===== config.mk =====
export PLATFORM = sky130hd
export DESIGN_NAME = bfly_top
export DESIGN_NICKNAME = d
export VERILOG_FILES = /design/src/ntt_flow_pkg.sv /design/src/ntt_arith_pkg.sv /design/src/bfly_top.sv /design/src/bfly_result.sv /design/src/bfly_execute.sv /design/src/bfly_decode.sv
export VERILOG_INCLUDE_DIRS = /design/src /design/src/src
export SDC_FILE = /design/constraint.sdc
export NUM_CORES = 2
export LEC_CHECK = 0
export CORE_MARGIN = 2
export CORE_UTILIZATION = 45
export CTS_CLUSTER_DIAMETER = 120
export DETAILED_ROUTE_END_ITERATION = 8
export DONT_BUFFER_PORTS = 1
export PLACE_DENSITY = 0.71
export SYNTH_ARGS = -nofsm -noshare
export SYNTH_HDL_FRONTEND = slang
export SYNTH_SLANG_ARGS = --single-unit

===== constraint.sdc =====
create_clock -name clk -period 8.15 [get_ports clk]
set_input_delay 1.63 -clock clk [delete_from_list [all_inputs] [get_ports clk]]
set_output_delay 1.63 -clock clk [all_outputs]
set_load 0.1 [all_outputs]

===== src/ntt_defines.svh =====
`ifndef NTT_DEFINES_SVH
`define NTT_DEFINES_SVH

// prime modulus, q = 5 * 2^15 + 1
`define NTT_Q 163841

`define NTT_COEF_W 18

// result buffer slots, also the sender's starting credit
`define NTT_BUF_DEPTH 8

// accepting edge to buffer write
`define NTT_PIPE_DEPTH 6

`endif

===== src/ntt_flow_pkg.sv =====
`default_nettype none

`include "ntt_defines.svh"

package ntt_flow_pkg;

  localparam int buf_idx_w = $clog2(`NTT_BUF_DEPTH);
  localparam int credit_w  = $clog2(`NTT_BUF_DEPTH + 1);

  typedef logic [credit_w-1:0] credit_t;

  // extra msb tells full from empty
  typedef logic [buf_idx_w:0] buf_ptr_t;

endpackage

`default_nettype wire


===== src/ntt_arith_pkg.sv =====
`default_nettype none

`include "ntt_defines.svh"

package ntt_arith_pkg;

  // coefficients travel in centered signed form
  typedef logic signed [`NTT_COEF_W-1:0] coef_t;

  typedef logic signed [2*`NTT_COEF_W-1:0] prod_t;

  // code 2'd3 is reserved, decoded as pointwise multiply
  typedef enum logic [1:0] {
    op_fwd  = 2'd0,
    op_inv  = 2'd1,
    op_pmul = 2'd2
  } bfly_op_t;

  // bound of the centered range
  localparam int half_q = (`NTT_Q - 1) / 2;

  // quotient estimate is round(p * barrett_m / 2^barrett_k)
  // off by at most one for any product of two centered values
  localparam int barrett_k = 36;
  localparam int barrett_m = 419427;

endpackage

`default_nettype wire


===== src/bfly_top.sv =====
`timescale 1ns/10ps
`default_nettype none

`include "ntt_defines.svh"

module bfly_top (
  input  wire                          clk,
  input  wire                          rst,
  input  wire                          in_valid,
  input  wire ntt_arith_pkg::bfly_op_t in_op,
  input  wire ntt_arith_pkg::coef_t    in_a,
  input  wire ntt_arith_pkg::coef_t    in_b,
  input  wire ntt_arith_pkg::coef_t    in_w,
  output logic                         in_credit,
  output logic                         out_valid,
  output ntt_arith_pkg::coef_t         out_a,
  output ntt_arith_pkg::coef_t         out_b,
  input  wire                          out_credit
);

  import ntt_arith_pkg::*;

  logic  dec_valid;
  logic  dec_inverse;
  coef_t dec_a;
  coef_t dec_b;
  coef_t dec_w;

  logic                        ex_valid;
  logic                        ex_inverse;
  logic signed [`NTT_COEF_W:0] ex_sum;
  logic signed [`NTT_COEF_W:0] ex_diff;

  bfly_decode i_decode (
    .clk         (clk),
    .rst         (rst),
    .in_valid    (in_valid),
    .in_op       (in_op),
    .in_a        (in_a),
    .in_b        (in_b),
    .in_w        (in_w),
    .dec_valid   (dec_valid),
    .dec_inverse (dec_inverse),
    .dec_a       (dec_a),
    .dec_b       (dec_b),
    .dec_w       (dec_w)
  );

  bfly_execute i_execute (
    .clk         (clk),
    .rst         (rst),
    .dec_valid   (dec_valid),
    .dec_inverse (dec_inverse),
    .dec_a       (dec_a),
    .dec_b       (dec_b),
    .dec_w       (dec_w),
    .ex_valid    (ex_valid),
    .ex_inverse  (ex_inverse),
    .ex_sum      (ex_sum),
    .ex_diff     (ex_diff)
  );

  bfly_result i_result (
    .clk        (clk),
    .rst        (rst),
    .ex_valid   (ex_valid),
    .ex_inverse (ex_inverse),
    .ex_sum     (ex_sum),
    .ex_diff    (ex_diff),
    .in_credit  (in_credit),
    .out_valid  (out_valid),
    .out_a      (out_a),
    .out_b      (out_b),
    .out_credit (out_credit)
  );

endmodule

`default_nettype wire


===== src/bfly_result.sv =====
`timescale 1ns/10ps
`default_nettype none

`include "ntt_defines.svh"

module bfly_result (
  input  wire                         clk,
  input  wire                         rst,
  input  wire                         ex_valid,
  input  wire                         ex_inverse,
  input  wire signed [`NTT_COEF_W:0]  ex_sum,
  input  wire signed [`NTT_COEF_W:0]  ex_diff,
  output logic                        in_credit,
  output logic                        out_valid,
  output ntt_arith_pkg::coef_t        out_a,
  output ntt_arith_pkg::coef_t        out_b,
  input  wire                         out_credit
);

  import ntt_arith_pkg::*;
  import ntt_flow_pkg::*;

  typedef logic signed [`NTT_COEF_W:0] sum_t;

  localparam sum_t q_s    = sum_t'(`NTT_Q);
  localparam sum_t half_s = sum_t'(half_q);

  // forward folds into the centered range, inverse halves mod q
  function automatic coef_t fold(sum_t x, logic inverse);
    sum_t x_add;
    sum_t x_sub;
    sum_t y;
    x_add = x + q_s;
    x_sub = x - q_s;
    if (!inverse) begin
      if (x > half_s) begin
        y = x_sub;
      end else if (x < -half_s) begin
        y = x_add;
      end else begin
        y = x;
      end
    end else if (!x[`NTT_COEF_W]) begin
      // odd values get an even neighbour first
      y = x[0] ? (x_sub >>> 1) : (x >>> 1);
    end else begin
      y = x[0] ? (x_add >>> 1) : (x >>> 1);
    end
    return coef_t'(y);
  endfunction

  logic     fold_valid;
  coef_t    fold_a;
  coef_t    fold_b;
  coef_t    buf_a [`NTT_BUF_DEPTH];
  coef_t    buf_b [`NTT_BUF_DEPTH];
  buf_ptr_t wr_ptr;
  buf_ptr_t rd_ptr;
  credit_t  dn_credit;
  logic     pop;

  assign pop       = (wr_ptr != rd_ptr) && (dn_credit != '0);
  assign out_valid = pop;
  assign out_a     = buf_a[rd_ptr[buf_idx_w-1:0]];
  assign out_b     = buf_b[rd_ptr[buf_idx_w-1:0]];

  always_ff @(posedge clk) begin
    if (rst) begin
      fold_valid <= 1'b0;
      wr_ptr     <= '0;
      rd_ptr     <= '0;
      dn_credit  <= '0;
      in_credit  <= 1'b0;
    end else begin
      fold_valid <= ex_valid;
      if (fold_valid) begin
        wr_ptr <= wr_ptr + buf_ptr_t'(1);
      end
      if (pop) begin
        rd_ptr <= rd_ptr + buf_ptr_t'(1);
      end
      dn_credit <= dn_credit + credit_t'(out_credit) - credit_t'(pop);
      // slot freed, hand the credit back upstream
      in_credit <= pop;
    end
  end

  always_ff @(posedge clk) begin
    fold_a <= fold(ex_sum, ex_inverse);
    fold_b <= fold(ex_diff, ex_inverse);
    if (fold_valid) begin
      buf_a[wr_ptr[buf_idx_w-1:0]] <= fold_a;
      buf_b[wr_ptr[buf_idx_w-1:0]] <= fold_b;
    end
  end

endmodule

`default_nettype wire


===== src/bfly_execute.sv =====
`timescale 1ns/10ps
`default_nettype none

`include "ntt_defines.svh"

module bfly_execute (
  input  wire                         clk,
  input  wire                         rst,
  input  wire                         dec_valid,
  input  wire                         dec_inverse,
  input  wire ntt_arith_pkg::coef_t   dec_a,
  input  wire ntt_arith_pkg::coef_t   dec_b,
  input  wire ntt_arith_pkg::coef_t   dec_w,
  output logic                        ex_valid,
  output logic                        ex_inverse,
  output logic signed [`NTT_COEF_W:0] ex_sum,
  output logic signed [`NTT_COEF_W:0] ex_diff
);

  import ntt_arith_pkg::*;

  localparam int pm_w = $bits(prod_t) + 20;

  typedef logic signed [pm_w-1:0] pm_t;
  typedef logic signed [`NTT_COEF_W:0] sum_t;

  localparam prod_t q_p     = prod_t'(`NTT_Q);
  localparam prod_t half_p  = prod_t'(half_q);
  localparam pm_t   m_p     = pm_t'(barrett_m);
  localparam pm_t   round_p = pm_t'(1) <<< (barrett_k - 1);

  logic [2:0] vld;
  logic [2:0] inv;

  // stage 1
  prod_t prod1;
  coef_t a1;
  // stage 2
  pm_t   pm2;
  prod_t prod2;
  coef_t a2;
  // stage 3
  coef_t red3;
  coef_t a3;

  pm_t   rounded;
  prod_t quot;
  prod_t rem;

  always_comb begin
    rounded = pm2 + round_p;
    quot    = prod_t'(rounded >>> barrett_k);
    rem     = prod2 - quot * q_p;
    // estimate may be one off, one correction brings it back
    if (rem > half_p) begin
      rem = rem - q_p;
    end else if (rem < -half_p) begin
      rem = rem + q_p;
    end
  end

  always_ff @(posedge clk) begin
    if (rst) begin
      vld      <= '0;
      ex_valid <= 1'b0;
    end else begin
      vld      <= {vld[1:0], dec_valid};
      ex_valid <= vld[2];
    end
  end

  always_ff @(posedge clk) begin
    inv        <= {inv[1:0], dec_inverse};
    ex_inverse <= inv[2];

    prod1 <= prod_t'(dec_b) * prod_t'(dec_w);
    a1    <= dec_a;

    pm2   <= pm_t'(prod1) * m_p;
    prod2 <= prod1;
    a2    <= a1;

    red3 <= coef_t'(rem);
    a3   <= a2;

    ex_sum  <= sum_t'(a3) + sum_t'(red3);
    ex_diff <= sum_t'(a3) - sum_t'(red3);
  end

endmodule

`default_nettype wire


===== src/bfly_decode.sv =====
`timescale 1ns/10ps
`default_nettype none

`include "ntt_defines.svh"

module bfly_decode (
  input  wire                      clk,
  input  wire                      rst,
  input  wire                      in_valid,
  input  wire ntt_arith_pkg::bfly_op_t in_op,
  input  wire ntt_arith_pkg::coef_t  in_a,
  input  wire ntt_arith_pkg::coef_t  in_b,
  input  wire ntt_arith_pkg::coef_t  in_w,
  output logic                     dec_valid,
  output logic                     dec_inverse,
  output ntt_arith_pkg::coef_t     dec_a,
  output ntt_arith_pkg::coef_t     dec_b,
  output ntt_arith_pkg::coef_t     dec_w
);

  import ntt_arith_pkg::*;

  typedef logic [`NTT_COEF_W-1:0] raw_t;

  localparam raw_t half_u = raw_t'(half_q);
  localparam raw_t q_u    = raw_t'(`NTT_Q);

  // canonical [0, q) to [-half_q, half_q]
  function automatic coef_t center(coef_t x);
    raw_t u;
    u = raw_t'(x);
    if (u > half_u) begin
      return coef_t'(u - q_u);
    end
    return x;
  endfunction

  always_ff @(posedge clk) begin
    if (rst) begin
      dec_valid <= 1'b0;
    end else begin
      dec_valid <= in_valid;
    end
  end

  always_ff @(posedge clk) begin
    dec_b       <= center(in_b);
    dec_w       <= center(in_w);
    dec_inverse <= (in_op == op_inv);
    case (in_op)
      op_fwd, op_inv: dec_a <= center(in_a);
      // sum and diff turn into bw and -bw
      default:        dec_a <= '0;
    endcase
  end

endmodule

`default_nettype wire


Word-level counts from Yosys, hierarchy flattened
Memories as Yosys holds them, arrays and structs flattened. A register that Yosys moved wholly into a read port is not among the register bits.
Cells that the tools add are included.
{"block": "word_totals", "reg_bits": 352, "latchBits": 0, "mem_bits_rw": 288, "rom_bits": 0, "input_bits": 60, "elab_cells": 92, "mem_count": 2}
{"name": "i_result.buf_a", "depth": 8, "width": 18, "read_ports": 1, "rd_clocked_by_memory_dff": 1, "write_ports": 1, "line_no": "bfly_result.sv:55", "source": "coef_t buf_a [`NTT_BUF_DEPTH];"}
{"name": "i_result.buf_b", "depth": 8, "width": 18, "read_ports": 1, "rd_clocked_by_memory_dff": 1, "write_ports": 1, "line_no": "bfly_result.sv:56", "source": "coef_t buf_b [`NTT_BUF_DEPTH];"}
{"block": "classes", "addsub": 17, "multipliers": 3, "div_mod_pow": 0, "order_cmp": 9, "n_eq_ne": 2, "shifts": 0, "mux": 30, "bitwise_logic": 0, "reduce_logical": 4}
{"operator": "18-bit 2-to-1 mux", "n": 20}
{"operator": "18-bit subtractor, second input constant", "n": 4}
{"operator": "56-bit by 37-bit adder with 56-bit output, second input constant", "n": 1}
{"operator": "36-bit by 20-bit multiplier with 56-bit output, second input constant", "n": 1}
{"operator": "18-bit by 17-bit > comparator with 1-bit output, second input constant", "n": 3}
{"operator": "19-bit adder, second input constant", "n": 2}
{"operator": "19-bit by 18-bit > comparator with 1-bit output, second input constant", "n": 2}
{"operator": "19-bit by 18-bit less-than comparator with 1-bit output, second input constant", "n": 2}
{"operator": "19-bit subtractor, second input constant", "n": 2}
{"operator": "36-bit by 18-bit > comparator with 1-bit output, second input constant", "n": 1}
{"operator": "36-bit by 18-bit less-than comparator with 1-bit output, second input constant", "n": 1}
{"operator": "18-bit by 18-bit multiplier with 36-bit output", "n": 1}
{"operator": "20-bit by 19-bit multiplier with 36-bit output, second input constant", "n": 1}
{"operator": "36-bit subtractor", "n": 1}
{"operator": "18-bit by 18-bit adder with 19-bit output", "n": 1}
{"operator": "18-bit by 18-bit subtractor with 19-bit output", "n": 1}
{"operator": "18-bit adder, second input constant", "n": 1}
{"operator": "3-bit 2-to-1 mux", "n": 4}
{"operator": "4-bit by 1-bit adder with 4-bit output, second input constant", "n": 2}
{"operator": "1-bit 2-to-1 mux", "n": 6}
{"operator": "4-bit by 1-bit adder with 4-bit output", "n": 1}
{"operator": "4-bit inequality test", "n": 1}
{"operator": "4-bit nonzero test", "n": 1}
{"operator": "4-bit by 1-bit subtractor with 4-bit output", "n": 1}
{"operator": "4 further kinds", "n": 4}

Depth between registers and ports, before layout
{"block": "logic_depth", "ltp_word": 6, "mapped_depth": 30, "mapped_depth_nobuf": 29}

By module
A second synthesis with hierarchy kept.
{"block": "unflattened", "hier_cells": 5150, "area_unflattened_um2": 53530.1}
{"module": "bfly_execute", "n_inst": 1, "cells_per_inst": 3859, "area_per_inst_um2": 35761.8}
{"module": "bfly_result", "n_inst": 1, "cells_per_inst": 990, "area_per_inst_um2": 15097.0}
{"module": "bfly_decode", "n_inst": 1, "cells_per_inst": 301, "area_per_inst_um2": 2671.3}

Worst setup path before layout
No wires, ideal clock.
{"block": "synth_path", "kind": "register to register", "start": "reg i_execute.pm2[38]", "end": "reg i_execute.red3[6]", "setup_time_ns": 0.141, "arrival_ns": 7.061, "setup_slack_ns": 0.948, "stages_incl_launch_ff": 30, "synth_period_minus_slack_ns": 7.202, "path_cell_list": "dfxtp_1 -> and3_1 -> nand3_1 -> nor2_1 -> nand2_1 -> nor2_1 -> and2_1 -> and3_1 -> nand3_1 -> xnor2_1 -> ha_1 -> inv_1 -> fa_1 -> inv_1 -> ha_1 -> fa_1 -> inv_1 -> ha_1 -> clkbuf_1 -> o211ai_1 -> o21bai_1 -> nand2_1 -> a211o_1 -> a311oi_2 -> xor2_1 -> nand4_1 -> or4_4 -> o211ai_2 -> o22ai_1 -> xor2_1"}
{"block": "synth_via", "elab_chain_len": 6, "word_cells_on_any_way": 9}
{"item": "start, declared", "line_no": "bfly_execute.sv:39", "source": "pm_t pm2;"}
{"item": "start signal, assigned", "line_no": "bfly_execute.sv:79", "source": "pm2 <= pm_t'(prod1) * m_p;"}
{"item": "56-bit by 37-bit adder with 56-bit output (*)", "line_no": "bfly_execute.sv:51", "source": "rounded = pm2 + round_p;"}
{"item": "20-bit by 19-bit multiplier with 36-bit output (*)", "line_no": "bfly_execute.sv:53", "source": "rem = prod2 - quot * q_p;"}
{"item": "36-bit subtractor (*)", "line_no": "bfly_execute.sv:53"}
{"item": "36-bit by 18-bit less-than comparator with 1-bit output or 18-bit adder (tied branches)", "line_no": "bfly_execute.sv:57, bfly_execute.sv:58"}
{"item": "18-bit 2-to-1 mux", "line_no": "bfly_execute.sv:57", "source": "end else if (rem < -half_p) begin"}
{"item": "18-bit 2-to-1 mux (*)", "line_no": "bfly_execute.sv:55", "source": "if (rem > half_p) begin"}
{"item": "net i_execute.rem[6]", "line_no": "bfly_execute.sv:48", "source": "prod_t rem;"}
{"item": "end signal, assigned", "line_no": "bfly_execute.sv:83", "source": "red3 <= coef_t'(rem);"}
{"item": "end, declared", "line_no": "bfly_execute.sv:43", "source": "coef_t red3;"}
Mark *: on every way through the listed nets, which the timed path passes. The rest lies on a longest branch.
A chain may end at the register's enable or synchronous reset.

Worst setup path after layout
{"block": "layout_path", "start": "reg i_execute.pm2[38]", "end": "reg i_execute.red3[12]"}
Same word-level chain as after synthesis.

==> flow_summary.yaml <==
global_routing:
  first_global_vias: 36013
  grtUsageTotal_pct: 19.5
  antenna_found_initial: 1
  grt_overflow: 0
  grt_max_degree: 75
  grt_pass1_wl_mm: 189
floorplanning:
  die_area_um2: 120000
  start_util_pct: 45.5
  pin_count: 98
  rows: 125
  chipHeight_um: 347
  fp.dieW_um: 347
  core_area_um2: 116000
timing:
  slew_headroom_pct: 33.0
  finalCritPeriodShare_pct: 92.0
  finalHoldViolCount: 0
  final.setup_skew_ns: 0.0492
  period_minus_slack_ns: 7.50
  rsz0062_at_grt: "no"
  fin_setup_tns_ns: 0
  setup_viol: 0
  max_freq_ghz: 0.133
  worstMarginPinSlew_ns: 1.00
  slew_viol_final: 0
placed_design:
  placed_cell_area_um2: 54700
  port_buffers: 0
  gp_congestion: 0.884
  dpl.cell_count: 6541
  dp_hpwl_mm: 90.6
finish:
  instances_no_fill: 6667
  multi_input_area_um2: 33300
  final_util_pct: 49.0
  seq_area_um2: 15000
  final_cell_area_um2: 57000
  area_delta_synth_final_pct: 7.68
  final_nets: 6284
  drive_gt1_share_pct: 6.11
  n_fill_cell: 10499
setup_path:
  cpLargestDelayFamily: "simple AND/OR/NAND/NOR gates"
  reg2reg_from: "i_execute.pm2[38]"
  start_kind: "flip-flop"
  cp-end-kind: "flip-flop"
  cp_num_buf_inv: 5
  critPathMaxFanout: 17
  rrSetupSlack_ns: 0.65
  worst_ep_arrival_time_ns: 8.00
  cp_slowest_stage_delay_ns: 0.59
  ff2ff_path_depth: 30
  critical_path_class: "reg2reg"
  critPathSlowestCell: "or4_4"
  required_ns: 8.65
  reg2reg_to: "i_execute.red3[12]"
synth:
  ys.warnings.count: 0
  synth_edf_count: 288
  yosys.cell_types.count: 93
  synthFlopType: "dfxtp_1"
  async_reset_ff_share_pct: 0
  syn_inst: 5130
  ys_ff_latch: 607
  seq_area_frac_synth_pct: 28.4
  syn_nets: 6327
  avgSynthCellArea_um2: 10.3
  synth.top_cell.area_share_pct: 24.5
  syn-cell-area_um2: 52900
  post-synth-top-area-cell: "fa_1"
  yosys-top-cells-area: "fa_1, edfxtp_1, dfxtp_1"
detailed_routing:
  via_per_inst: 5.20
  routed_wl_mm: 114
  drt_iter0_markers: 2101
  via_count: 34680
  drc: 0
  wl_per_cell_um: 17.2
  dr.pass1.iters: 5
  ant_nets: 0
clock_tree:
  clk_pin_slew_ns: 0.06
  tritoncts: "done"
  clk_latency_ns: 0.66
  cts_hold_buf: 0
  clockRootBuffer: "clkbuf_16"
  cts.sinks: 607
  cts_setup_buffers: 0
  h-tree-depth: 3
  clockBufferDepth: 3
  cts_buffers: 68
worst_hold_path:
  hold_class: "reg2reg"
  hp-start: "i_decode.dec_a[15]"
  min_delay_path_depth: 0
  whs_endpoint: "i_execute.a1[15]"
flow_run:
  max-cap-violations: 0
outcome:
  status: "finished clean"
-- state kept, by name, summed over array words and instances (netlist names), 19 cells and up, named ones only --
| signal | cells |
|---|---|
| i_execute.ex_sum | 19 |
| i_execute.pm2 | 22 |
| i_execute.prod1 | 36 |
| i_execute.prod2 | 35 |
| i_result.buf_a | 144 |
| i_result.buf_b | 144 |
-- timing repair --
action,4_1_cts,5_1_grt
cloned,0,0
hold endpoints to repair,0,0
endpoints found under the setup margin,1,16
gates resized for setup,1,7
-- layout by cell type, fill, tap and decap left out, drive strengths merged, types with 30 or more instances in the layout --
cell type,count
o21ai,152
fa,648
mux2,39
and3,33
clkbuf,95
mux4,72
nand4,37
nor2b,45
xor2,115
nor3,53
ha,489
nand2b,51
inv,1102
a21oi,171
nor2,212
and2,127
a21o,49
xnor2,200
nand3,62
dfxtp,319
nor4,30
buf,49
edfxtp,288
nand2,373
-- how the worst max path moves through the flow --
| stage | slack [ns] | depth (start not counted) | to | startpoint |
|---|---|---|---|---|
| 6_report | 0.65 | 30 | i_execute.red3[12] | i_execute.pm2[38] |
| 5_1_grt | 0.1 | 30 | i_execute.red3[9] | i_execute.pm2[38] |
| 4_1_cts | 0.48 | 29 | i_execute.red3[9] | i_execute.pm2[38] |
| 3_5_place_dp | 0.005 | 29 | i_execute.red3[9] | i_execute.pm2[38] |
| 3_3_place_gp | 0.13 | 29 | i_execute.red3[9] | i_execute.pm2[38] |
| 2_1_floorplan | 0.95 | 29 | i_execute.red3[6] | i_execute.pm2[38] |
-- per-stage QoR --
stage	hold slack [ns]	worst slack, ns
global route	0.316	0.0959
finish	0.314	0.651
detailed placement	0.312	0.00477
floorplan	0.310	0.948
CTS	0.308	0.480
global placement	0.311	0.125
-- Yosys cell counts (5+ instances only) --
cell type / n
o31ai_1: 13
inv_1: 1093
nand3_1: 62
o211ai_1: 18
buf_1: 17
nor2b_1: 45
nor3_1: 53
nor4_1: 30
a21o_1: 49
xor2_1: 115
nand4_1: 37
a31oi_1: 14
o21ai_0: 143
o22ai_1: 22
and3_1: 33
xnor2_1: 200
a21oi_1: 169
nand2_1: 373
or4_1: 7
o41ai_1: 8
ha_1: 489
edfxtp_1: 288
dfxtp_1: 319
or2_2: 9
clkbuf_1: 140
o21bai_1: 16
fa_1: 648
o21a_1: 22
mux4_2: 72
a211oi_1: 22
mux2_2: 39
and2_1: 127
o311ai_0: 5
o21ai_1: 9
o32ai_1: 9
or3_1: 29
a2111oi_0: 8
nand2b_1: 51
nor2_1: 212
mux2i_1: 11
and4_1: 5
-- kinds of logic after synthesis --
family / synth area share (%)
mux: 4.10
fa+ha+maj: 36.1
flops: 28.4
simple gates: 10.1
xor+xnor: 5.21
buf+inv: 8.94
compound gates: 7.21
-- final cells by class --
| cell class | count | area share, % |
|---|---|---|
| Antenna cell | 1 | 0.00439 |
| Clock buffer | 95 | 3.36 |
| Clock inverter | 30 | 0.663 |
| Inverter | 1095 | 7.21 |
| Multi-Input combinational cell | 3266 | 58.4 |
| Sequential cell | 607 | 26.4 |
| Tap cell | 1524 | 3.35 |
| Timing Repair Buffer | 49 | 0.645 |
-- routing by layer --
layer  GRT usage [%]  up-vias  routed length [µm]
met4            5.32        2                2590
met5               0        -                  13
met2            33.1      799               56100
met3            2.49      167                5560
li1                -    16435                   -
met1            26.1    17277               50100
-- worst register-to-register path, delay by kind of cell (launching register included) --
family	cells	cell delay [ns]
and+or+nand+nor	11	2.41
buffers and inverters	5	0.51
adders and majority gates	5	2.03
DFF	1	0.43
xor gates and xnor gates	3	0.61
AOI/OAI and AO/OA	6	1.39
Power is left out: the tool's default activity adds up to more than one toggle a clock period on the data nets, which glitch-free logic cannot reach.
